File: src/logic/wvb_pkg.sv
// widths, format constants, vector typedefs and FSM state enums of the waveform readout path
package wvb_pkg;

  // sample memory address width
  localparam int wvb_addr_w = 12;

  typedef logic [wvb_addr_w-1:0] wvb_addr_t;
  // discr[21:14], adc[13:2], tot[1], eoe[0]
  typedef logic [21:0] wvb_sample_t;
  // ltc, start, stop, pre_conf, cnst_run, trig type from the top bit down
  typedef logic [79:0] wvb_hdr_t;
  typedef logic [47:0] ltc_t;
  typedef logic [15:0] evt_len_t;
  typedef logic [9:0] dpram_addr_t;
  typedef logic [31:0] dpram_word_t;
  typedef logic [10:0] rd_addr_t;
  typedef logic [15:0] rd_word_t;
  typedef logic [7:0] chan_t;

  // format byte of the channel word
  localparam logic [7:0] fmt_code = 8'h90;

  // DPRAM word addresses where the controller changes behavior
  localparam dpram_addr_t dpram_a_stop_stream = 10'd1017;
  localparam dpram_addr_t dpram_a_last_data = 10'd1021;
  localparam dpram_addr_t dpram_a_last_data_continue = 10'd1022;
  localparam dpram_addr_t dpram_a_last = 10'd1023;

  // refill cycles after a continuation request
  localparam logic [2:0] rd_wait_cnt_max = 3'd4;

  // header FIFO size, kept a power of two
  localparam int hdr_fifo_depth = 4;
  localparam int hdr_fifo_ptr_w = $clog2(hdr_fifo_depth);

  typedef enum logic [3:0] {
    s_idle,
    s_start_stream,
    s_chan_len,
    s_hdr_0_ltc_2,
    s_ltc_1_ltc_0,
    s_sample_word,
    s_ftr,
    s_ack,
    s_req_wait,
    s_rd_wait
  } rd_ctrl_state_t;

  typedef enum logic [1:0] {
    r_idle,
    r_wait_ack,
    r_wait_done
  } reader_state_t;

endpackage

File: src/logic/wvb_rd_ctrl_fmt_0.sv
// format-0 read controller that writes header, sample and footer words into the readout DPRAM
`timescale 1ns/10ps
`default_nettype none

module wvb_rd_ctrl_fmt_0
  import wvb_pkg::*;
(
  input  wire logic        clk,
  input  wire logic        rst,
  input  wire logic        req,
  input  wire chan_t       idx,
  input  wire logic        dpram_mode,
  input  wire wvb_sample_t wvb_data,
  input  wire wvb_hdr_t    hdr_data,
  output logic             ack,
  output logic             rd_ctrl_more,
  output logic             wvb_rdreq,
  output logic             wvb_rddone,
  output dpram_addr_t      dpram_a,
  output dpram_word_t      dpram_data,
  output logic             dpram_wren,
  output evt_len_t         dpram_len
);

  // header bundle fields
  ltc_t evt_ltc;
  wvb_addr_t start_addr;
  wvb_addr_t stop_addr;
  logic [4:0] pre_conf;
  logic cnst_run;
  logic [1:0] trig_src;
  wvb_addr_t addr_diff;
  evt_len_t evt_len;
  rd_word_t hdr_0;

  // sample fields
  logic [7:0] wvb_discr;
  logic [11:0] wvb_adc;
  rd_word_t wvb_adc_ext;
  logic wvb_tot;
  logic wvb_eoe;

  rd_ctrl_state_t state;
  // footer deferred to the next DPRAM
  logic loop_s_ftr;
  logic [2:0] wait_cnt;
  evt_len_t evt_len_reg;
  // kept since the header is popped before a deferred footer
  rd_word_t hdr_0_reg;

  assign {evt_ltc, start_addr, stop_addr, pre_conf, cnst_run, trig_src} = hdr_data;
  // address difference wraps with the circular memory
  assign addr_diff = stop_addr - start_addr;
  assign evt_len = evt_len_t'(addr_diff) + 16'd1;
  assign hdr_0 = {pre_conf, cnst_run, 8'b0, trig_src};

  assign {wvb_discr, wvb_adc, wvb_tot, wvb_eoe} = wvb_data;
  assign wvb_adc_ext = {{4{wvb_adc[11]}}, wvb_adc};

  always_ff @(posedge clk) begin
    if (rst) begin
      ack <= 1'b0;
      rd_ctrl_more <= 1'b0;
      wvb_rdreq <= 1'b0;
      wvb_rddone <= 1'b0;
      dpram_a <= '0;
      dpram_wren <= 1'b0;
      dpram_len <= '0;
      loop_s_ftr <= 1'b0;
      wait_cnt <= '0;
      state <= s_idle;
    end else begin
      // strobes default low
      ack <= 1'b0;
      dpram_wren <= 1'b0;
      wvb_rddone <= 1'b0;
      wvb_rdreq <= 1'b0;

      case (state)
        s_idle: begin
          dpram_a <= '0;
          dpram_len <= '0;
          rd_ctrl_more <= 1'b0;
          loop_s_ftr <= 1'b0;
          wait_cnt <= '0;
          if (req) begin
            // start the sample stream while the header words go out
            wvb_rdreq <= 1'b1;
            evt_len_reg <= evt_len;
            hdr_0_reg <= hdr_0;
            state <= s_start_stream;
          end
        end

        s_start_stream: begin
          wvb_rdreq <= 1'b1;
          state <= s_chan_len;
        end

        s_chan_len: begin
          // channel word in the low half, read first
          dpram_data <= {evt_len_reg, fmt_code, idx};
          wvb_rdreq <= 1'b1;
          dpram_wren <= 1'b1;
          state <= s_hdr_0_ltc_2;
        end

        s_hdr_0_ltc_2: begin
          dpram_data <= {evt_ltc[47:32], hdr_0_reg};
          wvb_rdreq <= 1'b1;
          dpram_wren <= 1'b1;
          dpram_a <= dpram_a + 1'b1;
          state <= s_ltc_1_ltc_0;
        end

        s_ltc_1_ltc_0: begin
          dpram_data <= {evt_ltc[15:0], evt_ltc[31:16]};
          wvb_rdreq <= 1'b1;
          dpram_wren <= 1'b1;
          dpram_a <= dpram_a + 1'b1;
          state <= s_sample_word;
        end

        s_sample_word: begin
          dpram_data <= {wvb_discr, 6'b0, wvb_tot, wvb_eoe, wvb_adc_ext};
          // stop reading near the DPRAM end, keep going when a new fill begins at the wrap
          if ((dpram_a < dpram_a_stop_stream) || (dpram_a == dpram_a_last)) begin
            wvb_rdreq <= 1'b1;
          end
          dpram_wren <= 1'b1;
          dpram_a <= dpram_a + 1'b1;

          if (!dpram_mode) begin
            // mode 0 ends at the EOE or truncates at the DPRAM end
            if (wvb_eoe || (dpram_a == dpram_a_last_data)) begin
              wvb_rddone <= 1'b1;
              state <= s_ftr;
            end
          end else if (wvb_eoe) begin
            wvb_rddone <= 1'b1;
            state <= s_ftr;
          end else if (dpram_a == dpram_a_last_data_continue) begin
            // DPRAM full, event goes on in the next fill
            rd_ctrl_more <= 1'b1;
            state <= s_ack;
          end
        end

        s_ftr: begin
          if ((dpram_a != dpram_a_last) || loop_s_ftr) begin
            dpram_data <= {hdr_0_reg, evt_len_reg};
            dpram_wren <= 1'b1;
            dpram_a <= dpram_a + 1'b1;
            loop_s_ftr <= 1'b0;
            rd_ctrl_more <= 1'b0;
          end else begin
            // no room for the footer, it opens the next fill
            loop_s_ftr <= 1'b1;
            rd_ctrl_more <= 1'b1;
          end
          state <= s_ack;
        end

        s_ack: begin
          // count of 16-bit words
          dpram_len <= (evt_len_t'(dpram_a) + 16'd1) << 1;
          ack <= 1'b1;
          if (!req) begin
            ack <= 1'b0;
            dpram_len <= '0;
            state <= rd_ctrl_more ? s_req_wait : s_idle;
          end
        end

        s_req_wait: begin
          if (req) begin
            if (loop_s_ftr) begin
              state <= s_ftr;
            end else begin
              wvb_rdreq <= 1'b1;
              wait_cnt <= '0;
              state <= s_rd_wait;
            end
          end
        end

        s_rd_wait: begin
          // refill the read pipeline before sampling again
          wait_cnt <= wait_cnt + 1'b1;
          wvb_rdreq <= 1'b1;
          if (wait_cnt == rd_wait_cnt_max) begin
            state <= s_sample_word;
          end
        end

        default: begin
          state <= s_idle;
        end
      endcase
    end
  end

endmodule

`default_nettype wire

File: config.mk
export PLATFORM = sky130hd
export DESIGN_NAME = wvb_rd_ctrl_fmt_0
export DESIGN_NICKNAME = d
export VERILOG_FILES = /design/src/logic/wvb_pkg.sv /design/src/logic/wvb_rd_ctrl_fmt_0.sv
export SDC_FILE = /design/constraint.sdc
export NUM_CORES = 1
export LEC_CHECK = 0
export BUFFER_PORTS_ARGS = -buffer_cell sky130_fd_sc_hd__buf_2
export CORE_MARGIN = 2
export CORE_UTILIZATION = 50
export CTS_CLUSTER_DIAMETER = 150
export DETAILED_ROUTE_END_ITERATION = 6
export GPL_TIMING_DRIVEN = 0
export HOLD_SLACK_MARGIN = 0.02
export PLACE_DENSITY = 0.85
export SLEW_MARGIN = 5
export SYNTH_ARGS = -nofsm -noshare
export SYNTH_HDL_FRONTEND = slang
export SYNTH_SLANG_ARGS = --single-unit
File: constraint.sdc
create_clock -name clk -period 12.41 [get_ports clk]
set_clock_uncertainty 0.2 [all_clocks]
set_input_delay 3.1025 -clock clk [delete_from_list [all_inputs] [get_ports clk]]
set_output_delay 3.1025 -clock clk [all_outputs]
set_load 0.005 [all_outputs]
# ---- Word level (Yosys, flattened, before mapping)
# Cells that the tools add are included.
dict set report classes {
  n_lt_le_gt_ge 1
  muxes 36
  reduce_logical 21
  bitwise 3
  n_addsub 5
  eq_ne 25
}
# op n
set op_table {}
lappend op_table {{$pmux 32 s5} 1}
lappend op_table {{$mux 4} 10}
lappend op_table {{$pmux 4 s10} 1}
lappend op_table {{$mux 32} 1}
lappend op_table {{$pmux 16 s2} 1}
lappend op_table {{$eq 10x10->1 const B} 3}
lappend op_table {{$pmux 10 s3} 1}
lappend op_table {{$ne 2x2->1 const B} 9}
lappend op_table {{$eq 4x3->1 const B} 4}
lappend op_table {{$add 12x1->13 const B} 1}
lappend op_table {{$mux 1} 12}
lappend op_table {{$mux 12} 1}
lappend op_table {{$sub 12x12->12} 1}
lappend op_table {{$add 10x1->11 const B} 1}
lappend op_table {{$add 10x1->10 const B} 1}
lappend op_table {{$lt 10x10->1 const B} 1}
lappend op_table {{$mux 10} 1}
lappend op_table {{$ne 10x10->1 const B} 1}
lappend op_table {{$pmux 3 s3} 1}
lappend op_table {{$reduce_and 3->1} 3}
lappend op_table {{$reduce_bool 3->1} 3}
lappend op_table {{$eq 4x2->1 const B} 2}
lappend op_table {{$eq 4x4->1 const B} 2}
lappend op_table {{$mux 3} 2}
lappend op_table {{20 further kinds} 27}
dict set report word_totals {
  wordCells 104
  ff_bits 95
  input_bits 114
}

# ---- Depth between registers and ports, before layout
# Gate-level depths: netlist (run 1).
dict set report logic_depth {
  ltp_word 5
  ltp_mapped 11
  mapped_depth_nobuf 11
}

# ---- Least setup slack after synthesis (run 1)
# Ideal clock, no wire load.
dict set report synth_timing {
  path_kind {input to register}
  startpoint {in rst}
  endpoint {reg dpram_data[0], enable pin}
  stages 2
  t_required_ps 11709
  arrival_time_ps 6432
  setup_slack_ps 5276
  n_path_buf 1
  setup_ps 501
  cell_sequence {buf_1 nor4_1}
}
dict set report synth_between {
  elab_chain_cells 2
}
# element line_no
set synth_lines {}
lappend synth_lines {{start, declared} wvb_rd_ctrl_fmt_0.sv:9} ;# input wire logic rst,
lappend synth_lines {{$not 1->1 (no line)} -}
lappend synth_lines {{$reduce_and 3->1 (no line)} -}
lappend synth_lines {{end signal, assigned} wvb_rd_ctrl_fmt_0.sv:102} ;# dpram_data <= {evt_len_reg, fmt_code, idx};
lappend synth_lines {{end signal, assigned} wvb_rd_ctrl_fmt_0.sv:109} ;# dpram_data <= {evt_ltc[47:32], hdr_0_reg};
lappend synth_lines {{end signal, assigned} wvb_rd_ctrl_fmt_0.sv:117} ;# dpram_data <= {evt_ltc[15:0], evt_ltc[31:16]};
lappend synth_lines {{end, declared} wvb_rd_ctrl_fmt_0.sv:20} ;# output dpram_word_t dpram_data,
# No other way between the ends.
# A chain may end at the register's enable or synchronous reset.

# ---- Worst setup path in the final report (run 1)
dict set report layout_timing {
  startpoint {in hdr_data[8]}
  endpoint {reg evt_len_reg[11], data pin}
}
dict set report layout_between {
  elab_chain_cells 2
}
# element line_no
set layout_lines {}
lappend layout_lines {{start, declared} wvb_rd_ctrl_fmt_0.sv:14} ;# input wire wvb_hdr_t hdr_data,
lappend layout_lines {{$sub 12x12->12} wvb_rd_ctrl_fmt_0.sv:53} ;# assign addr_diff = stop_addr - start_addr;
lappend layout_lines {{$add 12x1->13} wvb_rd_ctrl_fmt_0.sv:54} ;# assign evt_len = evt_len_t'(addr_diff) + 16'd1;
lappend layout_lines {{net evt_len[11]} wvb_rd_ctrl_fmt_0.sv:33} ;# evt_len_t evt_len;
lappend layout_lines {{end signal, assigned} wvb_rd_ctrl_fmt_0.sv:89} ;# evt_len_reg <= evt_len;
lappend layout_lines {{end, declared} wvb_rd_ctrl_fmt_0.sv:47} ;# evt_len_t evt_len_reg;
# The timed path passes the listed nets, and every way through them passes these cells.

==> results.toml, run 1 <==
[power]
worst_ir_drop_vdd_uv = 51.2
power.static_leakage_nw = 2.69
power.density_mw_per_mm2 = 114

[sta]
fin_crit_ns = 5.38
setup_tns_ns = 0
fin_crit_sh = 0.433
timing_max_transition_violations_final = 0
setup_violations = 0
fin_hold_ws_ns = 0.253
slew-limit-headroom = 0.489
max_slew.worst_pin.slew_ns = 0.761
timing_hold_violations_final = 0
maxClockFrequency_mhz = 186
rsz0062_at_grt = "false"

[routing]
detail_route.first_pass.iterations = 6
finalWirelength_um = 13800
ant_nets = 0
remaining_routing_drc_violations = 0
avgViaCountPerCell = 5.70
vias = 4728
post_drt_wl_per_cell_um = 16.7
drt-initial-drc-count = 545

[synth]
synth-warning-count = 0
post_synth_num_cell_types = 61
total_standard_cell_area_after_synthesis_mm2 = 0.00485
post-synth-top-area-fraction = 0.328
synth_flop_cell = "edfxtp_1"
post_synth_inst_count = 505
ys_async_sr_fraction = 0
synth_area_leaders = "edfxtp_1, dfxtp_1, nand2_1, ha_1, a22oi_1"
synth_edf_count = 53
synth_area_leader_cell = "edfxtp_1"
seq_area_frac_synth = 0.468
synth-seq-cells = 87
syn-mean-instance-area_um2 = 9.61

[clock_network]
cts-root-to-sink-buffers = 2
tritoncts = "built"
cts.clk_slew.worst_paths_ns = 0.09
post_cts_resized = 0
cts_made_buffers = 9
clock_sink_count = 87
postCtsSetupRepairBufs = 0
root_buffer = "clkbuf_8"
cts-hold-fix-buffers = 0
worst_skew_pair.late_latency_ns = 0.35
cts.htree.levels = 3

[placement]
buffer_ports.inserted = 170
dp.cells = 813
dp_hpwl_um = 10700
routability_cong = 0.922
post_dp_cell_area_mm2 = 0.00593

[floorplanning]
die_height_um = 102
die_w_um = 102
initial_core_util = 0.520
num_rows = 35
die_area_mm2 = 0.0105
coreArea_mm2 = 0.00933
io_pins = 177

[setup_path]
timing.critical_path.from_type = "primary input"
crit_path_end_kind = "register"
worst-endpoint-arrival_ns = 5.28
crit_fanout = 3
r2r_setup_slack_ns = 9.34
critPathRequiredTime_ns = 12.31
category_of_the_critical_setup_timing_path = "in -> reg"
ff2ff_path_depth = 9

[cells_and_area]
post-route-cell-area_mm2 = 0.00615
flow.area_growth_from_synthesis_pct = 26.8
largest_register_ff_count = 32
layoutNonFillerInstCount = 829
antenna_cells = 0
num-nets-final = 828
post_route_cells_drive_above_1_share = 0.324

[global_route]
grt.total_usage = 0.256
via_count_of_the_first_global_routing_pass = 4357
grt_max_degree = 16
overflow_after_grt = 0
antenna_found_initial = 0
grt_first_pass_wirelength_um = 21000

[run_status]
status = "finished clean"

[run]
cap_viol_max_count = 0

[hold_path]
number_of_cells_on_the_worst_hold_path = 2
min-delay-path-class = "reg -> reg"
## synth_stat cells, drive strengths merged, types with 17 or more instances
cell type and instances:
a21oi 31, a222oi 17, a22oi 27, buf 17, clkbuf 18, dfxtp 34, edfxtp 53, ha 18
inv 30, nand2 66, nand3 21, nor2 37, o21ai 25, xnor2 17
## worst max-delay path, cell delays in order
cell      delay (ns)
buf_2           0.09
inv_1           0.05
ha_1            0.16
inv_1           0.05
fa_1            0.43
a211oi_2        0.25
o21bai_2        0.14
o41ai_2         0.24
xor2_1          0.17
nor3_2          0.26
nand4b_1        0.15
xor2_1          0.17
## per-stage QoR
step                      worst slack, ns  total power [mW]  utilization
final                                7.03             0.703        0.660
after global routing                 6.86             0.731        0.660
after CTS                            7.05             0.702        0.660
after detailed placement             6.67             0.487        0.636
after global placement               3.81             0.480        0.630
after floorplan                      5.28             0.431            -
## placed cells by master (no fill, tap or decap), drive strengths merged, types with 2 or more instances in the layout
| master | Yosys | layout |
|---|---|---|
| a21o | 4 | 4 |
| nand2b | 9 | 9 |
| nor3b | 3 | 3 |
| or3 | 3 | 3 |
| xnor2 | 17 | 17 |
| a222oi | 17 | 17 |
| o21ai | 25 | 25 |
| o41ai | 2 | 2 |
| nand3 | 21 | 21 |
| a21oi | 31 | 31 |
| ha | 18 | 18 |
| or4 | 3 | 3 |
| xor2 | 14 | 14 |
| nand4b | 2 | 2 |
| clkbuf | 18 | 28 |
| buf | 17 | 192 |
| nor2 | 37 | 37 |
| inv | 30 | 32 |
| edfxtp | 53 | 53 |
| conb | 1 | 5 |
| nand2 | 66 | 66 |
| nor4 | 5 | 5 |
| and4 | 2 | 2 |
| nor3 | 11 | 11 |
| dfxtp | 34 | 34 |
| a211oi | 2 | 2 |
| nor2b | 4 | 4 |
| bufinv | 0 | 2 |
| a31oi | 2 | 2 |
| nand3b | 5 | 5 |
| nand4 | 2 | 2 |
| a22oi | 27 | 27 |
| and3 | 2 | 2 |
## report_power, final
part	switching (mW)	total (mW)	internal [mW]
logic	0.0871	0.148	0.0614
registers	0.00691	0.335	0.328
clock network	0.105	0.220	0.115
## final timing paths
check,startpoint,to
worst min register to register,dpram_len[4],dpram_len[4]
worst max register to register,dpram_a[0],dpram_data[11]
worst min-delay path,dpram_len[4],dpram_len[4]
worst max-delay path,hdr_data[8],evt_len_reg[11]
## layer usage
layer	track usage	vias to the layer above	wire (um)
met4	0.0872	0	300
met5	0	-	0
met3	0.0332	31	1370
li1	-	2203	-
met1	0.342	2214	5380
met2	0.430	280	6770
## logic make-up (layout without fill, tap and decap cells)
family / count (synthesis) / after routing / share of synthesized area
compound gates: 123 / 123 / 0.182
flops: 87 / 87 / 0.468
fa+ha+maj: 19 / 19 / 0.0506
mux: 1 / 1 / 0.00206
buf+inv: 65 / 256 / 0.0598
other cells: 1 / 5 / 0.000773
simple gates: 178 / 178 / 0.180
xor+xnor: 31 / 31 / 0.0560
## area by class of cell
| cell class | count | area [um2] |
|---|---|---|
| buffer | 35 | 178 |
| inverter | 30 | 113 |
| multi-input combinational | 357 | 2310 |
| fill | 726 | 3180 |
| sequential | 87 | 2270 |
| timing repair buffer | 175 | 896 |
| clock buffer | 10 | 128 |
| tap | 129 | 161 |
| clock inverter | 6 | 92.6 |
No activity file was read; power rests on OpenSTA's default activity.
==> inputs of run 2 (changes only) <==
--- a/config.mk
+++ b/config.mk
@@ -7,12 +7,12 @@
 export LEC_CHECK = 0
 export BUFFER_PORTS_ARGS = -buffer_cell sky130_fd_sc_hd__buf_2
 export CORE_MARGIN = 2
-export CORE_UTILIZATION = 50
+export CORE_UTILIZATION = 45
 export CTS_CLUSTER_DIAMETER = 150
 export DETAILED_ROUTE_END_ITERATION = 6
 export GPL_TIMING_DRIVEN = 0
 export HOLD_SLACK_MARGIN = 0.02
-export PLACE_DENSITY = 0.85
+export PLACE_DENSITY = 0.81
 export SLEW_MARGIN = 5
 export SYNTH_ARGS = -nofsm -noshare
 export SYNTH_HDL_FRONTEND = slang
==> constraint.sdc (replaced) <==
create_clock -name clk -period 4.65 [get_ports clk]
set_clock_uncertainty 0.2 [all_clocks]
set_input_delay 1.1625 -clock clk [delete_from_list [all_inputs] [get_ports clk]]
set_output_delay 1.1625 -clock clk [all_outputs]
set_load 0.005 [all_outputs]
==> run 2 against run 1 <==
Net effect:
- final cell count grew 0.60%
- sequential cell count stayed put
- power rose to 2.6 times the previous value
- worst hold slack improved by 0.0042 ns
- die area grew 11%
==> results.toml, run 2 (synthesis results as in run 1) <==
[run_status]
status = "finished clean"

[cells_and_area]
num-nets-final = 826
layout_common_cells = "buf_2, nand2_1, edfxtp_1"
antenna_cells = 0
layout.filler_cells = 918
most_common_cell_after_layout_fill_and_taps_aside = "buf_2"
flow.area_growth_from_synthesis_pct = 26.6
largest_register_ff_count = 32
post-route-cell-area_mm2 = 0.00614
post_route_cells_drive_above_1_share = 0.322
layoutNonFillerInstCount = 834

[clock_network]
cts.htree.levels = 3
tritoncts = "built"
post_cts_resized = 0
cts_made_buffers = 9
cts-hold-fix-buffers = 0
clock_sink_count = 87
postCtsSetupRepairBufs = 0
root_buffer = "clkbuf_8"
worst_skew_pair.late_latency_ns = 0.36
cts.clk_slew.worst_paths_ns = 0.09
cts-root-to-sink-buffers = 2

[sta]
timing_max_transition_violations_final = 0
postLayoutSetupSlackWorst_ns = 1.22
setup_tns_ns = 0
fin_crit_ns = 3.43
setup_violations = 0
fin_crit_sh = 0.737
timing_hold_violations_final = 0
slew-limit-headroom = 0.407
fin_hold_ws_ns = 0.257
max_slew.worst_pin.slew_ns = 0.883
maxClockFrequency_mhz = 292
rsz0062_at_grt = "false"

[setup_path]
crit_path_end_kind = "register"
crit_chain = "buf_2, inv_1, ha_1, inv_1, fa_1, a211oi_2, o21bai_2, o41ai_2, xor2_1, nor3_2, nand4b_1, xor2_1"
critPathSlowestCell = "fa_1"
reg2reg_from = "state[2]"
critPathRequiredTime_ns = 4.56
worst-endpoint-arrival_ns = 3.34
timing.critical_path.from_type = "primary input"
category_of_the_critical_setup_timing_path = "in -> reg"
critical_path.max_stage_delay_ns = 0.43
r2r_setup_slack_ns = 2.00
crit_fanout = 3
ff2ff_path_depth = 6
rr_endpoint = "dpram_data[16]"

[placement]
dp_hpwl_um = 10700
routability_cong = 0.872
dp.cells = 818
post_dp_cell_area_mm2 = 0.00594
placement.setup.worst_slack_ns = 0.862
buffer_ports.inserted = 170

[power]
intPower_mw = 1.30
p_sw_frac = 0.288
power.density_mw_per_mm2 = 298
p_switching_mw = 0.527
worst_ir_drop_vdd_uv = 135
power.share.clock = 0.297
power.static_leakage_nw = 2.68
power_frac_seq = 0.488
comb_power_share = 0.214

[global_route]
overflow_after_grt = 0
grt-busiest-layer = "met2"
grt_max_degree = 19
grt_first_pass_wirelength_um = 21400
antenna_found_initial = 0
gr-usage-met2 = 0.393
grt.total_usage = 0.236
use_met1 = 0.310
globalRouteMet3Util = 0.0369
via_count_of_the_first_global_routing_pass = 4427

[routing]
remaining_routing_drc_violations = 0
vias = 4591
drt-initial-drc-count = 583
finalWirelength_um = 13600
post_drt_wl_per_cell_um = 16.3
ant_nets = 0
avgViaCountPerCell = 5.50
detail_route.first_pass.iterations = 6

[floorplanning]
coreArea_mm2 = 0.0104
initial_core_util = 0.466
die_area_mm2 = 0.0116
io_pins = 177
die_height_um = 108
num_rows = 37
die_w_um = 108

[hold_path]
min-delay-path-class = "reg -> reg"
hold_path.startpoint = "dpram_len[1]"
worstHoldEndpoint = "dpram_len[1]"
number_of_cells_on_the_worst_hold_path = 2

[run]
cap_viol_max_count = 0
run 2: cell types whose count changed in the layout (fill, tap and decap cells not counted), sizes merged:
cell      change
bufinv        -1
clkinv        +3
clkinvlp      -1
buf           -2
inv           -2
clkbuf        +1
run 2: worst max-delay path, delay by kind of cell:
family / cells / cell delay, ns
AO/OA/AOI/OAI: 3 / 0.60
XOR/XNOR: 2 / 0.34
adder cells (fa/ha/maj): 2 / 0.59
buffers and inverters: 3 / 0.19
AND/OR/NAND/NOR: 2 / 0.43
run 2: power by group through the flow:
stage | registers [mW] | clock network (mW) | logic, mW
finish | 0.893 | 0.543 | 0.392
global route | 0.896 | 0.581 | 0.434
CTS | 0.892 | 0.547 | 0.391
detailed placement | 0.910 | 0 | 0.389
global placement | 0.912 | 0 | 0.372
floorplan | 0.908 | 0 | 0.241
run 2: area by class of cell:
class / instances / area (um2) / area share
Inverter: 30 / 113 / 0.0183
Clock buffer: 11 / 141 / 0.0230
Sequential cell: 87 / 2270 / 0.370
Tap cell: 136 / 170 / 0.0277
Buffer: 35 / 178 / 0.0289
Timing Repair Buffer: 173 / 888 / 0.145
Clock inverter: 5 / 57.6 / 0.00937
Multi-Input combinational cell: 357 / 2320 / 0.378
run 2: metal layers:
metal	routed length, um	up-vias
met5	0	-
met4	262	0
met3	995	18
met2	6620	232
met1	5740	2134
li1	-	2207
run 2: how the worst max path moves through the flow:
stage | from | endpoint | slack, ns | cells past startpoint
after CTS | hdr_data[8] | evt_len_reg[11] | 1.25 | 12
after global routing | hdr_data[8] | evt_len_reg[11] | 1.10 | 12
final | hdr_data[8] | evt_len_reg[11] | 1.22 | 12
after detailed placement | hdr_data[8] | evt_len_reg[11] | 0.86 | 12
after global placement | rst | dpram_data[10] | 0.007 | 2
after floorplan | rst | dpram_data[0] | 0.80 | 2
run 2: stage by stage:
step / power (mW) / utilization
after CTS: 1.83 / 0.590
after detailed placement: 1.30 / 0.570
after global routing: 1.91 / 0.590
final: 1.83 / 0.590
after floorplan: 1.15 / -
after global placement: 1.28 / 0.566
