<file path="src/logic/wvb_pkg.sv">
// widths, format constants, vector typedefs and FSM state enums of the waveform readout path
package wvb_pkg;

  // sample memory address width
  localparam int wvb_addr_w = 12;

  typedef logic [wvb_addr_w-1:0] wvb_addr_t;
  // discr[21:14], adc[13:2], tot[1], eoe[0]
  typedef logic [21:0] wvb_sample_t;
  // ltc, start, stop, pre_conf, cnst_run, trig type from the top bit down
  typedef logic [79:0] wvb_hdr_t;
  typedef logic [47:0] ltc_t;
  typedef logic [15:0] evt_len_t;
  typedef logic [9:0] dpram_addr_t;
  typedef logic [31:0] dpram_word_t;
  typedef logic [10:0] rd_addr_t;
  typedef logic [15:0] rd_word_t;
  typedef logic [7:0] chan_t;

  // format byte of the channel word
  localparam logic [7:0] fmt_code = 8'h90;

  // DPRAM word addresses where the controller changes behavior
  localparam dpram_addr_t dpram_a_stop_stream = 10'd1017;
  localparam dpram_addr_t dpram_a_last_data = 10'd1021;
  localparam dpram_addr_t dpram_a_last_data_continue = 10'd1022;
  localparam dpram_addr_t dpram_a_last = 10'd1023;

  // refill cycles after a continuation request
  localparam logic [2:0] rd_wait_cnt_max = 3'd4;

  // header FIFO size, kept a power of two
  localparam int hdr_fifo_depth = 4;
  localparam int hdr_fifo_ptr_w = $clog2(hdr_fifo_depth);

  typedef enum logic [3:0] {
    s_idle,
    s_start_stream,
    s_chan_len,
    s_hdr_0_ltc_2,
    s_ltc_1_ltc_0,
    s_sample_word,
    s_ftr,
    s_ack,
    s_req_wait,
    s_rd_wait
  } rd_ctrl_state_t;

  typedef enum logic [1:0] {
    r_idle,
    r_wait_ack,
    r_wait_done
  } reader_state_t;

endpackage

</file>
<file path="src/logic/wvb_reader.sv">
// readout requester that hands filled DPRAMs to the outside and re-requests continuation fills
`timescale 1ns/10ps
`default_nettype none

module wvb_reader
  import wvb_pkg::*;
(
  input  wire logic     clk,
  input  wire logic     rst,
  input  wire logic     hdr_avail,
  input  wire logic     mode,
  input  wire logic     ack,
  input  wire logic     rd_ctrl_more,
  input  wire evt_len_t dpram_len,
  input  wire logic     dpram_done,
  output logic          req,
  output logic          dpram_mode,
  output logic          dpram_ready,
  output evt_len_t      dpram_len_out,
  output logic          dpram_more
);

  reader_state_t state;

  always_ff @(posedge clk) begin
    if (rst) begin
      req <= 1'b0;
      dpram_mode <= 1'b0;
      dpram_ready <= 1'b0;
      dpram_more <= 1'b0;
      state <= r_idle;
    end else begin
      case (state)
        r_idle: begin
          if (hdr_avail) begin
            // mode is fixed for the whole event
            req <= 1'b1;
            dpram_mode <= mode;
            state <= r_wait_ack;
          end
        end

        r_wait_ack: begin
          if (ack) begin
            // DPRAM belongs to the outside until dpram_done
            req <= 1'b0;
            dpram_ready <= 1'b1;
            dpram_len_out <= dpram_len;
            dpram_more <= rd_ctrl_more;
            state <= r_wait_done;
          end
        end

        r_wait_done: begin
          if (dpram_done) begin
            dpram_ready <= 1'b0;
            dpram_more <= 1'b0;
            if (dpram_more) begin
              // same event, next fill
              req <= 1'b1;
              state <= r_wait_ack;
            end else begin
              state <= r_idle;
            end
          end
        end

        default: begin
          state <= r_idle;
        end
      endcase
    end
  end

endmodule

`default_nettype wire

</file>
<file path="config.mk">
export PLATFORM = sky130hd
export DESIGN_NAME = wvb_reader
export DESIGN_NICKNAME = d
export VERILOG_FILES = /design/src/logic/wvb_pkg.sv /design/src/logic/wvb_reader.sv
export SDC_FILE = /design/constraint.sdc
export NUM_CORES = 1
export LEC_CHECK = 0
export ABC_AREA = 0
export BUFFER_PORTS_ARGS = -buffer_cell sky130_fd_sc_hd__buf_4
export CORE_MARGIN = 3
export CORE_UTILIZATION = 43
export CTS_BUF_LIST = sky130_fd_sc_hd__clkbuf_8
export DETAILED_ROUTE_END_ITERATION = 6
export PLACE_DENSITY = 0.85
export SLEW_MARGIN = 25
export SYNTH_ARGS = -nofsm -noshare
export SYNTH_HDL_FRONTEND = slang
export SYNTH_SLANG_ARGS = --single-unit
</file>
<file path="constraint.sdc">
create_clock -name clk -period 2.5 [get_ports clk]
set_clock_uncertainty 0.2 [all_clocks]
set_input_delay 0.5 -clock clk [delete_from_list [all_inputs] [get_ports clk]]
set_output_delay 0.5 -clock clk [all_outputs]
set_load 0.01 [all_outputs]
</file>
======== Word-level counts from Yosys, hierarchy flattened ========
Index checks and enable logic that the tools add are counted.
operators by class
  add/subtract/negate cells ............... 0
  multipliers ............................. 0
  divide/modulo/power cells ............... 0
  magnitude comparators ................... 0
  eq/ne operators ......................... 6
  shifts and indexed selects .............. 0
  muxes and demuxes ....................... 15
  bitwise gates (word level) .............. 1
  reductions and logical operators ........ 8
operator list
  cell                                                              count
  3-bit AND reduction                                               3
  1-bit two-way mux                                                 8
  2-bit inequality test (second input constant)                     4
  2-bit two-way mux                                                 3
  2-bit one-hot mux with 3 select lines                             1
  5-bit AND reduction                                               1
  1-bit one-hot mux with 2 select lines                             2
  1-bit one-hot mux with 3 select lines                             1
  3-bit nonzero test                                                1
  2-bit by 1-bit == test with 1-bit output (second input constant)  1
  2-bit == test (second input constant)                             1
  2-bit zero test                                                   1
  2-bit AND reduction                                               1
  2-bit nonzero test                                                1
  1-bit NOT                                                         1
word-level totals
  bits in registers ....................... 22
  latch bits .............................. 0
  memory bits (writable) .................. 0
  memory bits (read-only) ................. 0
  bits of input ports ..................... 23
  output and inout bits ................... 20
  logic and storage cells ................. 36
  memories kept ........................... 0

======== Depth between registers and ports, before layout ========
Gate-level depths: netlist of the first run.
  depth in word-level cells ............... 3
  depth in mapped cells ................... 3
  depth with buffers taken out ............ 3

======== Worst setup path before layout of the first run ========
Ideal clock, no wire load.
  path type ............................... input -> register
  start ................................... input port ack
  end ..................................... register dpram_len_out[0] (enable)
  library setup time ...................... 0.389 ns
  arrival ................................. 1.312 ns
  required time ........................... 1.911 ns
  path slack .............................. 0.599 ns
  stages .................................. 2
  buffers on the path ..................... 0
  path through ............................ nand3b_1 nor2_1
on the way
  longest elaborated chain between the ends .. 1
RTL lines
  element                               line              text
  start: declaration                    wvb_reader.sv:12  input wire logic ack,
  3-bit AND reduction (no source line)  --
  end signal: assignment                wvb_reader.sv:48  dpram_len_out <= dpram_len;
  end: declaration                      wvb_reader.sv:19  output evt_len_t dpram_len_out,
No other way between the ends.
A chain may end at the register's enable or synchronous reset.

======== Final worst setup path of the first run ========
  start ................................... register dpram_more
  end ..................................... output port dpram_more
RTL lines
  element                   line              text
  start: declaration        wvb_reader.sv:20  output logic dpram_more
  start signal: assignment  wvb_reader.sv:49  dpram_more <= rd_ctrl_more;
No word-level cell between the ends.

==> impl_metrics.yaml, run 1 <==
status:
  outcome: "completed"
synth:
  synthDominantCellAreaShare: 0.655
  synth_area_per_cell_sq_um: 16.7
  post_synth_num_cell_types: 17
  synth_top_cell_by_area: "sky130_fd_sc_hd__edfxtp_1"
  synth-main-ff-cell: "sky130_fd_sc_hd__edfxtp_1"
  netlist_area_sq_um: 733
  yosysWarningCount: 0
  synth_enable_flop_cells: 16
  synth_top_cells_by_area: "sky130_fd_sc_hd__edfxtp_1 66%, sky130_fd_sc_hd__dfxtp_1 16%, sky130_fd_sc_hd__a21oi_1 2.7%"
  ys_ff_latch: 22
  mappedNetlistNets: 67
  synth_sequential_area_ratio: 0.819
  yosys.cell_count.top_type: "sky130_fd_sc_hd__edfxtp_1"
  ys_top_cells_by_count: "16 x sky130_fd_sc_hd__edfxtp_1, 6 x sky130_fd_sc_hd__dfxtp_1, 4 x sky130_fd_sc_hd__a21oi_1, 4 x sky130_fd_sc_hd__nor2_1, 2 x sky130_fd_sc_hd__nand2_1"
  synth_cells: 44
  asyncSetResetFlopFracSynth: 0
timing:
  setup_violations: 0
  timing.final.crit_share: 0.600
  timing.hold.ws_ns: 0.223
  final_period_minus_worst_setup_slack_ns: 1.50
  timing.max_slew.rel_slack: 0.828
  timing_worst_slew_pin_value_ns: 0.259
  grt_setup_unrepaired: "no"
  maxSlewViolCount: 0
  totalNegativeSetupSlack_ns: 0
  timing_hold_violations_final: 0
  timing.fmax_mhz: 666
critical_path:
  crit_path_max_fanout: 4
  critical_path.top_delay_family: "flip-flops"
  critical_path.reg2reg.startpoint: "state[0]"
  timing.critical_path.to: "dpram_more"
  timing.reg2reg.worst_path_depth: 3
  rr_endpoint: "dpram_len_out[15]"
  critical_path_class: "flip-flop to output pin"
  timing.critical_path.slowest_stage_cell: "sky130_fd_sc_hd__dfxtp_1"
  timing.critical_path.cells: "buf_4"
  timing.critical_path.to_type: "output pin"
  worst_path_buf_inv: 1
  cpPeakStageDelay_ns: 0.40
  timing.critical_path.required_ns: 1.80
  worst_endpoint_data_arrival_time_ns: 0.80
  critical_path_depth: 1
  critical_path.startpoint: "dpram_more"
  rrSetupSlack_ns: 1.03
  startpoint_type: "flip-flop"
hold_path:
  min_delay_path_depth: 1
  min-delay-path-class: "input pin to flip-flop"
placement:
  io_buffers: 42
  hpwlAfterDp_um: 1190
  gp_routability_congestion: 0.751
power_and_ir_drop:
  power.share.switching: 0.186
  sequentialPowerShare: 0.573
  power-per-cell-area_mw_per_mm2: 636
  relative_contribution_of_the_clock_network_to_total_power: 0.333
  report.power.total_w: 0.000719
  p_leak_nw: 0.477
  logic_pwr_share: 0.095
  p_int_w: 0.000586
  p_switching_w: 0.000134
  largest_vdd_supply_drop_mv: 0.450
clocking:
  cts_tree: "yes"
  cts.repair.resized: 0
  numClockSinks: 22
  clock_tree.htree_level_count: 1
  post_cts.repair.setup_buffers: 0
  clock_insertion_delay_at_the_later_pin_of_the_skew_report_ns: 0.25
  cts_root_buf: "sky130_fd_sc_hd__clkbuf_8"
  clk_transition_reported_paths_ns: 0.07
  clock_path_buffers: 2
  ctsHoldBuffers: 0
  tritoncts.num_buffers: 3
grt:
  global_route.usage.total: 0.134
  first_global_vias: 499
  grt_pass1_wl_um: 2160
  grt-ovfl-total: 0
  grt_antenna_before_repair: 0
  grt_max_degree: 17
routing:
  drt_pass1_iterations: 4
  detail_route.drc_violations: 0
  routed-via-count: 539
  dr.first_iter.drc_count: 17
  avgRoutedWirePerCell_um: 14.2
  drt.antenna.violating_nets: 0
  route.detailed.vias_per_inst: 5.04
  totalWireLength_um: 1520
cells_and_area:
  total_inserted_antenna_cells: 0
  final_core_utilization: 0.726
  final_net_count: 115
  final_layout_size_suffix_gt1_frac: 0.538
  areaGrowthSynthToFinish_pct: 54.3
floorplanning:
  starting_utilization_of_the_core_area: 0.470
  die_h_um: 47.3
  row_count: 14
  die_width_um: 47.3
  dieArea_sq_mm: 0.00224
  io_pins: 43
  core-area_sq_mm: 0.00156
job:
  cap_viol_max_count: 0
-- registers in the layout, summed over array words and instances (netlist names) --
name and flops:
dpram_ready 1, dpram_mode 1, dpram_more 1, req 1
dpram_len_out 16, state 2
-- placed cells by master (no fill, tap or decap) --
cell | synthesis | layout
sky130_fd_sc_hd__nor2b_1 | 1 | 1
sky130_fd_sc_hd__a31oi_1 | 1 | 1
sky130_fd_sc_hd__edfxtp_1 | 16 | 16
sky130_fd_sc_hd__a21oi_1 | 4 | 4
sky130_fd_sc_hd__buf_4 | 0 | 43
sky130_fd_sc_hd__nor3b_2 | 1 | 1
sky130_fd_sc_hd__nand3b_1 | 1 | 1
sky130_fd_sc_hd__o21ai_0 | 1 | 1
sky130_fd_sc_hd__nor2_1 | 4 | 4
sky130_fd_sc_hd__clkbuf_8 | 0 | 4
sky130_fd_sc_hd__inv_1 | 1 | 1
sky130_fd_sc_hd__a221oi_1 | 1 | 1
sky130_fd_sc_hd__mux2i_1 | 1 | 1
sky130_fd_sc_hd__nand2b_1 | 1 | 1
sky130_fd_sc_hd__dfxtp_1 | 6 | 6
sky130_fd_sc_hd__and2b_2 | 1 | 1
sky130_fd_sc_hd__nor4_1 | 1 | 1
sky130_fd_sc_hd__or3b_1 | 1 | 1
sky130_fd_sc_hd__nand2_1 | 2 | 2
-- power by group through the flow --
stage,Combinational [W],Sequential [W],Clock (W)
4_1_cts,0.0000689,0.000412,0.000248
3_3_place_gp,0.0000666,0.000419,0
6_report,0.0000680,0.000412,0.000239
5_1_grt,0.0000746,0.000413,0.000257
2_1_floorplan,0.0000170,0.000424,0
3_5_place_dp,0.0000682,0.000420,0
-- kinds of logic (layout without fill, tap and decap cells) --
logic type,Yosys count,count (layout),share of synthesized area
flip-flops,22,22,0.819
AND/OR/NAND/NOR,13,13,0.108
AO/OA/AOI/OAI,7,7,0.0546
multiplexers,1,1,0.0137
buffers and inverters,1,48,0.00511
-- per-stage QoR --
stage / cells / instance area [sq um] / worst slack, ns
floorplan: 44 / 733 / 0.599
global placement: 103 / 1080 / 0.962
detailed placement: 103 / 1080 / 0.930
CTS: 107 / 1130 / 1.00
global route: 107 / 1130 / 0.924
finish: 107 / 1130 / 0.999
-- cell type report --
type / count / area (sq um)
Clock buffer: 4 / 55.1
Multi-Input combinational cell: 21 / 129
Inverter: 1 / 3.75
Tap cell: 16 / 20.0
Fill cell: 98 / 428
Sequential cell: 22 / 601
Timing Repair Buffer: 43 / 323
-- worst min path at each step --
stage                       end    startpoint
2_1_floorplan               req           req
3_3_place_gp        dpram_ready   dpram_ready
3_5_place_dp                req           req
4_1_cts        dpram_len_out[5]  dpram_len[5]
5_1_grt        dpram_len_out[4]  dpram_len[4]
6_report       dpram_len_out[5]  dpram_len[5]
-- layer usage --
| metal | up-vias | GRT usage | routed length (um) |
|---|---|---|---|
| met3 | 0 | 0.0498 | 234 |
| met5 | - | 0 | 0 |
| li1 | 257 | - | - |
| met4 | 0 | 0 | 0 |
| met2 | 38 | 0.249 | 747 |
| met1 | 244 | 0.156 | 534 |
(Power assumes the default switching activity.)
==> run 2, diff against run 1 <==
Settings changed: ABC_AREA 0 to 1.
Clock period 2.5 ns to 1.4 ns, I/O delays scaled along.
==> run 2 against run 1 <==
  * First-iteration DRC count down 47%
  * Register-to-register slack worse by 0.99 ns
  * Via count up 11%
  * Sequential cell count unchanged
  * Largest cell class unchanged
  * Sequential share of layout area down 4.5 points
  * Clock power up 55%
  * Die area up 0.44%
==> impl_metrics.yaml, run 2 <==
clocking:
  numClockSinks: 22
  clock_tree.htree_level_count: 1
  tritoncts.num_buffers: 3
  clock_insertion_delay_at_the_later_pin_of_the_skew_report_ns: 0.25
  clock_path_buffers: 2
  clk_transition_reported_paths_ns: 0.07
  cts_root_buf: "sky130_fd_sc_hd__clkbuf_8"
  cts_tree: "yes"
routing:
  routed-via-count: 596
  drt_pass1_iterations: 2
  drt.antenna.violating_nets: 0
  detail_route.drc_violations: 0
  totalWireLength_um: 1860
  avgRoutedWirePerCell_um: 15.2
  route.detailed.vias_per_inst: 4.89
  dr.first_iter.drc_count: 9
grt:
  grt_max_degree: 18
  first_global_vias: 577
  global_route.usage.total: 0.150
  grt_antenna_before_repair: 0
  grt-ovfl-total: 0
  grt_pass1_wl_um: 2350
timing:
  setup_violations: 0
  final_period_minus_worst_setup_slack_ns: 1.36
  timing_worst_slew_pin_value_ns: 0.198
  timing.fmax_mhz: 738
  timing.final.crit_share: 0.968
  totalNegativeSetupSlack_ns: 0
  maxSlewViolCount: 0
  timing.hold.ws_ns: 0.000805
  timing.max_slew.rel_slack: 0.867
  grt_setup_unrepaired: "no"
  timing_hold_violations_final: 0
cells_and_area:
  largest-register: "dpram_len_out"
  final_core_utilization: 0.795
  largest_register_ff_count: 16
  final_layout_size_suffix_gt1_frac: 0.528
  areaGrowthSynthToFinish_pct: 68.1
  total_inserted_antenna_cells: 0
  layout.cells.non_filler: 122
  largest_registers: "dpram_len_out (16), state (2)"
  layout.cells.most_common_list: "46 x sky130_fd_sc_hd__buf_4, 16 x sky130_fd_sc_hd__edfxtp_1, 7 x sky130_fd_sc_hd__nand2_1"
  layout.cells.most_common: "sky130_fd_sc_hd__buf_4"
  final_net_count: 130
floorplanning:
  die_h_um: 47.4
  io_pins: 43
  core-area_sq_mm: 0.00156
  row_count: 14
  starting_utilization_of_the_core_area: 0.473
  dieArea_sq_mm: 0.00225
  die_width_um: 47.4
synth:
  netlist_area_sq_um: 737
  ys_ff_latch: 22
  synth_enable_flop_cells: 16
  yosys.cell_count.top_type: "sky130_fd_sc_hd__edfxtp_1"
  synth_top_cell_by_area: "sky130_fd_sc_hd__edfxtp_1"
  synth_sequential_area_ratio: 0.815
  synth_area_per_cell_sq_um: 14.7
  synth-main-ff-cell: "sky130_fd_sc_hd__edfxtp_1"
  post_synth_num_cell_types: 14
  ys_top_cells_by_count: "16 x sky130_fd_sc_hd__edfxtp_1, 7 x sky130_fd_sc_hd__nand2_1, 6 x sky130_fd_sc_hd__dfxtp_1"
  synthDominantCellAreaShare: 0.652
  synth_top_cells_by_area: "sky130_fd_sc_hd__edfxtp_1 65%, sky130_fd_sc_hd__dfxtp_1 16%, sky130_fd_sc_hd__nand2_1 3.6%"
  mappedNetlistNets: 73
  yosysWarningCount: 0
  synth_cells: 50
  asyncSetResetFlopFracSynth: 0
status:
  outcome: "completed"
placement:
  hpwlAfterDp_um: 1270
  io_buffers: 42
  placed_cells: 110
  gp_routability_congestion: 0.663
critical_path:
  worst_endpoint_data_arrival_time_ns: 1.13
  timing.critical_path.slowest_stage_cell: "sky130_fd_sc_hd__dfxtp_2"
  timing.critical_path.to_type: "flip-flop"
  worst_path_buf_inv: 2
  timing.reg2reg.worst_path_depth: 5
  timing.critical_path.required_ns: 1.18
  rr_endpoint: "dpram_len_out[0]"
  critical_path.top_delay_family: "flip-flops"
  cpPeakStageDelay_ns: 0.34
  worst_path_most_repeated_cell: "sky130_fd_sc_hd__nor2_4"
  critical_path.reg2reg.startpoint: "state[0]"
  rrSetupSlack_ns: 0.04
  startpoint_type: "flip-flop"
  critical_path_class: "flip-flop to flip-flop"
  timing.critical_path.cells: "inv_2 > nor2_4 > nand2_2 > nor2_4 > clkbuf_16"
  crit_path_max_fanout: 8
hold_path:
  hold_path_sink: "dpram_len_out[9]"
  min-delay-path-class: "input pin to flip-flop"
  min_delay_startpoint: "dpram_len[9]"
  min_delay_path_depth: 1
power_and_ir_drop:
  relative_contribution_of_the_clock_network_to_total_power: 0.278
  p_leak_nw: 0.543
  p_int_w: 0.00105
  logic_pwr_share: 0.159
  largest_vdd_supply_drop_mv: 1.16
  power-per-cell-area_mw_per_mm2: 1080
  sequentialPowerShare: 0.563
  power.share.switching: 0.212
  p_switching_w: 0.000282
job:
  cap_viol_max_count: 0
## run 2: cell count changes after synthesis, moves of 3 or more
cell	change
sky130_fd_sc_hd__nor2_1	-3
sky130_fd_sc_hd__inv_1	+3
sky130_fd_sc_hd__nand3_1	+4
sky130_fd_sc_hd__nand2_1	+5
## run 2: layout make-up
class                      instances  area [sq um]
clock buffer                       3          41.3
clock inverter                     1          3.75
fill                              84           320
inverter                           5          18.8
multi-input combinational         23           123
sequential                        22           602
tap                               16          20.0
timing repair buffer              52           430
## run 2: per-layer routing
layer | vias to the layer above | track usage | wire (um)
met1 | 268 | 0.140 | 628
met3 | 4 | 0.0383 | 206
met4 | 0 | 0.0552 | 29
met5 | - | 0 | 0
li1 | 287 | - | -
met2 | 37 | 0.302 | 994
## run 2: worst max path at each step
stage,from,end,cells past startpoint
final,state[0],dpram_len_out[0],5
after global routing,state[0],dpram_len_out[0],5
after CTS,state[0],dpram_len_out[12],5
after detailed placement,state[0],dpram_len_out[8],5
after global placement,state[0],dpram_len_out[4],5
after floorplan,state[0],dpram_len_out[0],4
## run 2: repair_timing
action	in CTS	in global routing
cloned	0	1
hold endpoints to repair	0	4
buffers inserted	1	2
hold buffers	0	4
gates resized for setup	0	1
endpoints found under the setup margin	16	16
pin swaps	1	0
## run 2: cell families after synthesis
kind of cell	count (synthesis)	share of synthesized area
AND/OR/NAND/NOR	17	0.119
AO/OA/AOI/OAI	6	0.0407
flip-flops	22	0.815
buffers and inverters	5	0.0255
## run 2: through the flow
stage | instance area (sq um) | setup slack [ns] | total power, W
2_1_floorplan | 738 | -0.00152 | 0.000827
3_3_place_gp | 1100 | 0.0777 | 0.000930
3_5_place_dp | 1100 | 0.00286 | 0.000939
4_1_cts | 1150 | 0.0184 | 0.00131
5_1_grt | 1240 | 0.00214 | 0.00139
6_report | 1240 | 0.0447 | 0.00133
## run 2: power groups by stage
stage | sequential (W) | clock [W] | combinational [W]
global route | 0.000753 | 0.000407 | 0.000231
detailed placement | 0.000764 | 0 | 0.000175
global placement | 0.000763 | 0 | 0.000167
floorplan | 0.000776 | 0 | 0.0000503
finish | 0.000751 | 0.000370 | 0.000212
CTS | 0.000750 | 0.000381 | 0.000181
==> run 3, diff against run 2 <==
Settings changed: PLACE_DENSITY 0.85 to 0.86.
==> run 3 against run 2 <==
  * Final area grew 3.8%
  * Die area did not move
  * Critical path depth unchanged
==> impl_metrics.yaml, run 3 (synthesis results as in run 2) <==
clocking:
  clk_transition_reported_paths_ns: 0.07
  numClockSinks: 22
  clock_path_buffers: 2
  cts_root_buf: "sky130_fd_sc_hd__clkbuf_8"
  clock_insertion_delay_at_the_later_pin_of_the_skew_report_ns: 0.25
  cts_tree: "yes"
  tritoncts.num_buffers: 3
  clock_tree.htree_level_count: 1
power_and_ir_drop:
  power-per-cell-area_mw_per_mm2: 1040
  largest_vdd_supply_drop_mv: 0.662
  p_leak_nw: 0.556
cells_and_area:
  layout.cells.most_common_list: "45 x sky130_fd_sc_hd__buf_4, 16 x sky130_fd_sc_hd__edfxtp_1, 12 x sky130_fd_sc_hd__dlygate4sd3_1"
  final_layout_size_suffix_gt1_frac: 0.482
  total_inserted_antenna_cells: 0
  largest_register_ff_count: 16
  final_net_count: 136
  largest-register: "dpram_len_out"
  largest_registers: "dpram_len_out (16), state (2)"
  areaGrowthSynthToFinish_pct: 74.5
  layout.cells.most_common: "sky130_fd_sc_hd__buf_4"
  layout.cells.non_filler: 128
routing:
  dr.first_iter.drc_count: 12
  totalWireLength_um: 1980
  drt.antenna.violating_nets: 0
  detail_route.drc_violations: 0
  drt_pass1_iterations: 4
  route.detailed.vias_per_inst: 4.90
  routed-via-count: 627
  avgRoutedWirePerCell_um: 15.5
placement:
  placement_stage_worst_setup_slack_ns: 0.0300
  hpwlAfterDp_um: 1180
  gp_routability_congestion: 0.678
  placed_cells: 110
  io_buffers: 42
floorplanning:
  io_pins: 43
  row_count: 14
  die_width_um: 47.4
  core-area_sq_mm: 0.00156
  starting_utilization_of_the_core_area: 0.473
  die_h_um: 47.4
  dieArea_sq_mm: 0.00225
grt:
  grt_antenna_before_repair: 0
  grt_pass1_wl_um: 2080
  grt_max_degree: 18
  first_global_vias: 517
  global_route.usage.total: 0.134
  grt-ovfl-total: 0
status:
  outcome: "completed"
timing:
  maxSlewViolCount: 0
  layout_setup_ws_ns: 0.0334
  timing.fmax_mhz: 732
  final_period_minus_worst_setup_slack_ns: 1.37
  setup_violations: 0
  timing.max_slew.rel_slack: 0.877
  timing.final.crit_share: 0.976
  timing_hold_violations_final: 0
  timing_worst_slew_pin_value_ns: 0.184
critical_path:
  critical_path.reg2reg.startpoint: "state[0]"
  crit_path_max_fanout: 17
  startpoint_type: "flip-flop"
  critical_path.startpoint: "state[0]"
  timing.critical_path.required_ns: 1.17
  worst_endpoint_data_arrival_time_ns: 1.13
  critical_path_class: "flip-flop to flip-flop"
  timing.critical_path.to_type: "flip-flop"
hold_path:
  min_delay_startpoint: "dpram_len[0]"
  min-delay-path-class: "input pin to flip-flop"
job:
  cap_viol_max_count: 0
## run 3: area by class of cell
| cell class | instances | area (sq um) |
|---|---|---|
| Multi-Input combinational cell | 23 | 123 |
| Fill cell | 89 | 273 |
| Timing Repair Buffer | 58 | 478 |
| Clock buffer | 3 | 41.3 |
| Tap cell | 16 | 20.0 |
| Inverter | 5 | 18.8 |
| Clock inverter | 1 | 3.75 |
| Sequential cell | 22 | 602 |
## run 3: final timing paths
check             slack [ns]  depth (start not counted)           endpoint
setup reg to reg        0.03                          5  dpram_len_out[12]
hold / removal         0.004                          1   dpram_len_out[0]
setup / recovery        0.03                          5  dpram_len_out[12]
hold reg to reg         0.27                          2                req
## run 3: worst max-delay path: stages, from the launching register on
cell	delay [ns]
sky130_fd_sc_hd__dfxtp_2	0.35
sky130_fd_sc_hd__inv_2	0.06
sky130_fd_sc_hd__nor2_4	0.10
sky130_fd_sc_hd__nand2_2	0.10
sky130_fd_sc_hd__nor2_4	0.11
sky130_fd_sc_hd__buf_12	0.16
## run 3: where the power goes
part,internal (W),switching (W)
Sequential,0.000735,0.0000177
Clock,0.000195,0.000177
Combinational,0.000123,0.0000896
## run 3: timing repair
action,in CTS,in global routing
hold buffers,3,9
setup buffers,0,2
gates resized for setup,0,1
endpoints found under the hold margin,3,9
setup endpoints to repair,0,16
## run 3: routing by layer
metal  global-route usage  wire, um  up-vias
met5                    0         0        -
met4               0.0442        10        0
met3               0.0575       229        2
met2                0.243      1060       35
met1                0.135       680      292
li1                     -         -      298
## run 3: per-stage QoR
step                utilization  instance area, sq um  power, W  hold slack, ns  setup TNS, ns
floorplan                     -                   738  0.000827           0.142        -0.0244
global placement          0.706                  1100  0.000930           0.252              0
detailed placement        0.706                  1100  0.000936           0.260              0
CTS                       0.754                  1180   0.00131       0.0000575              0
global route              0.825                  1290   0.00141        -0.00297         -0.178
finish                    0.825                  1290   0.00134         0.00420              0
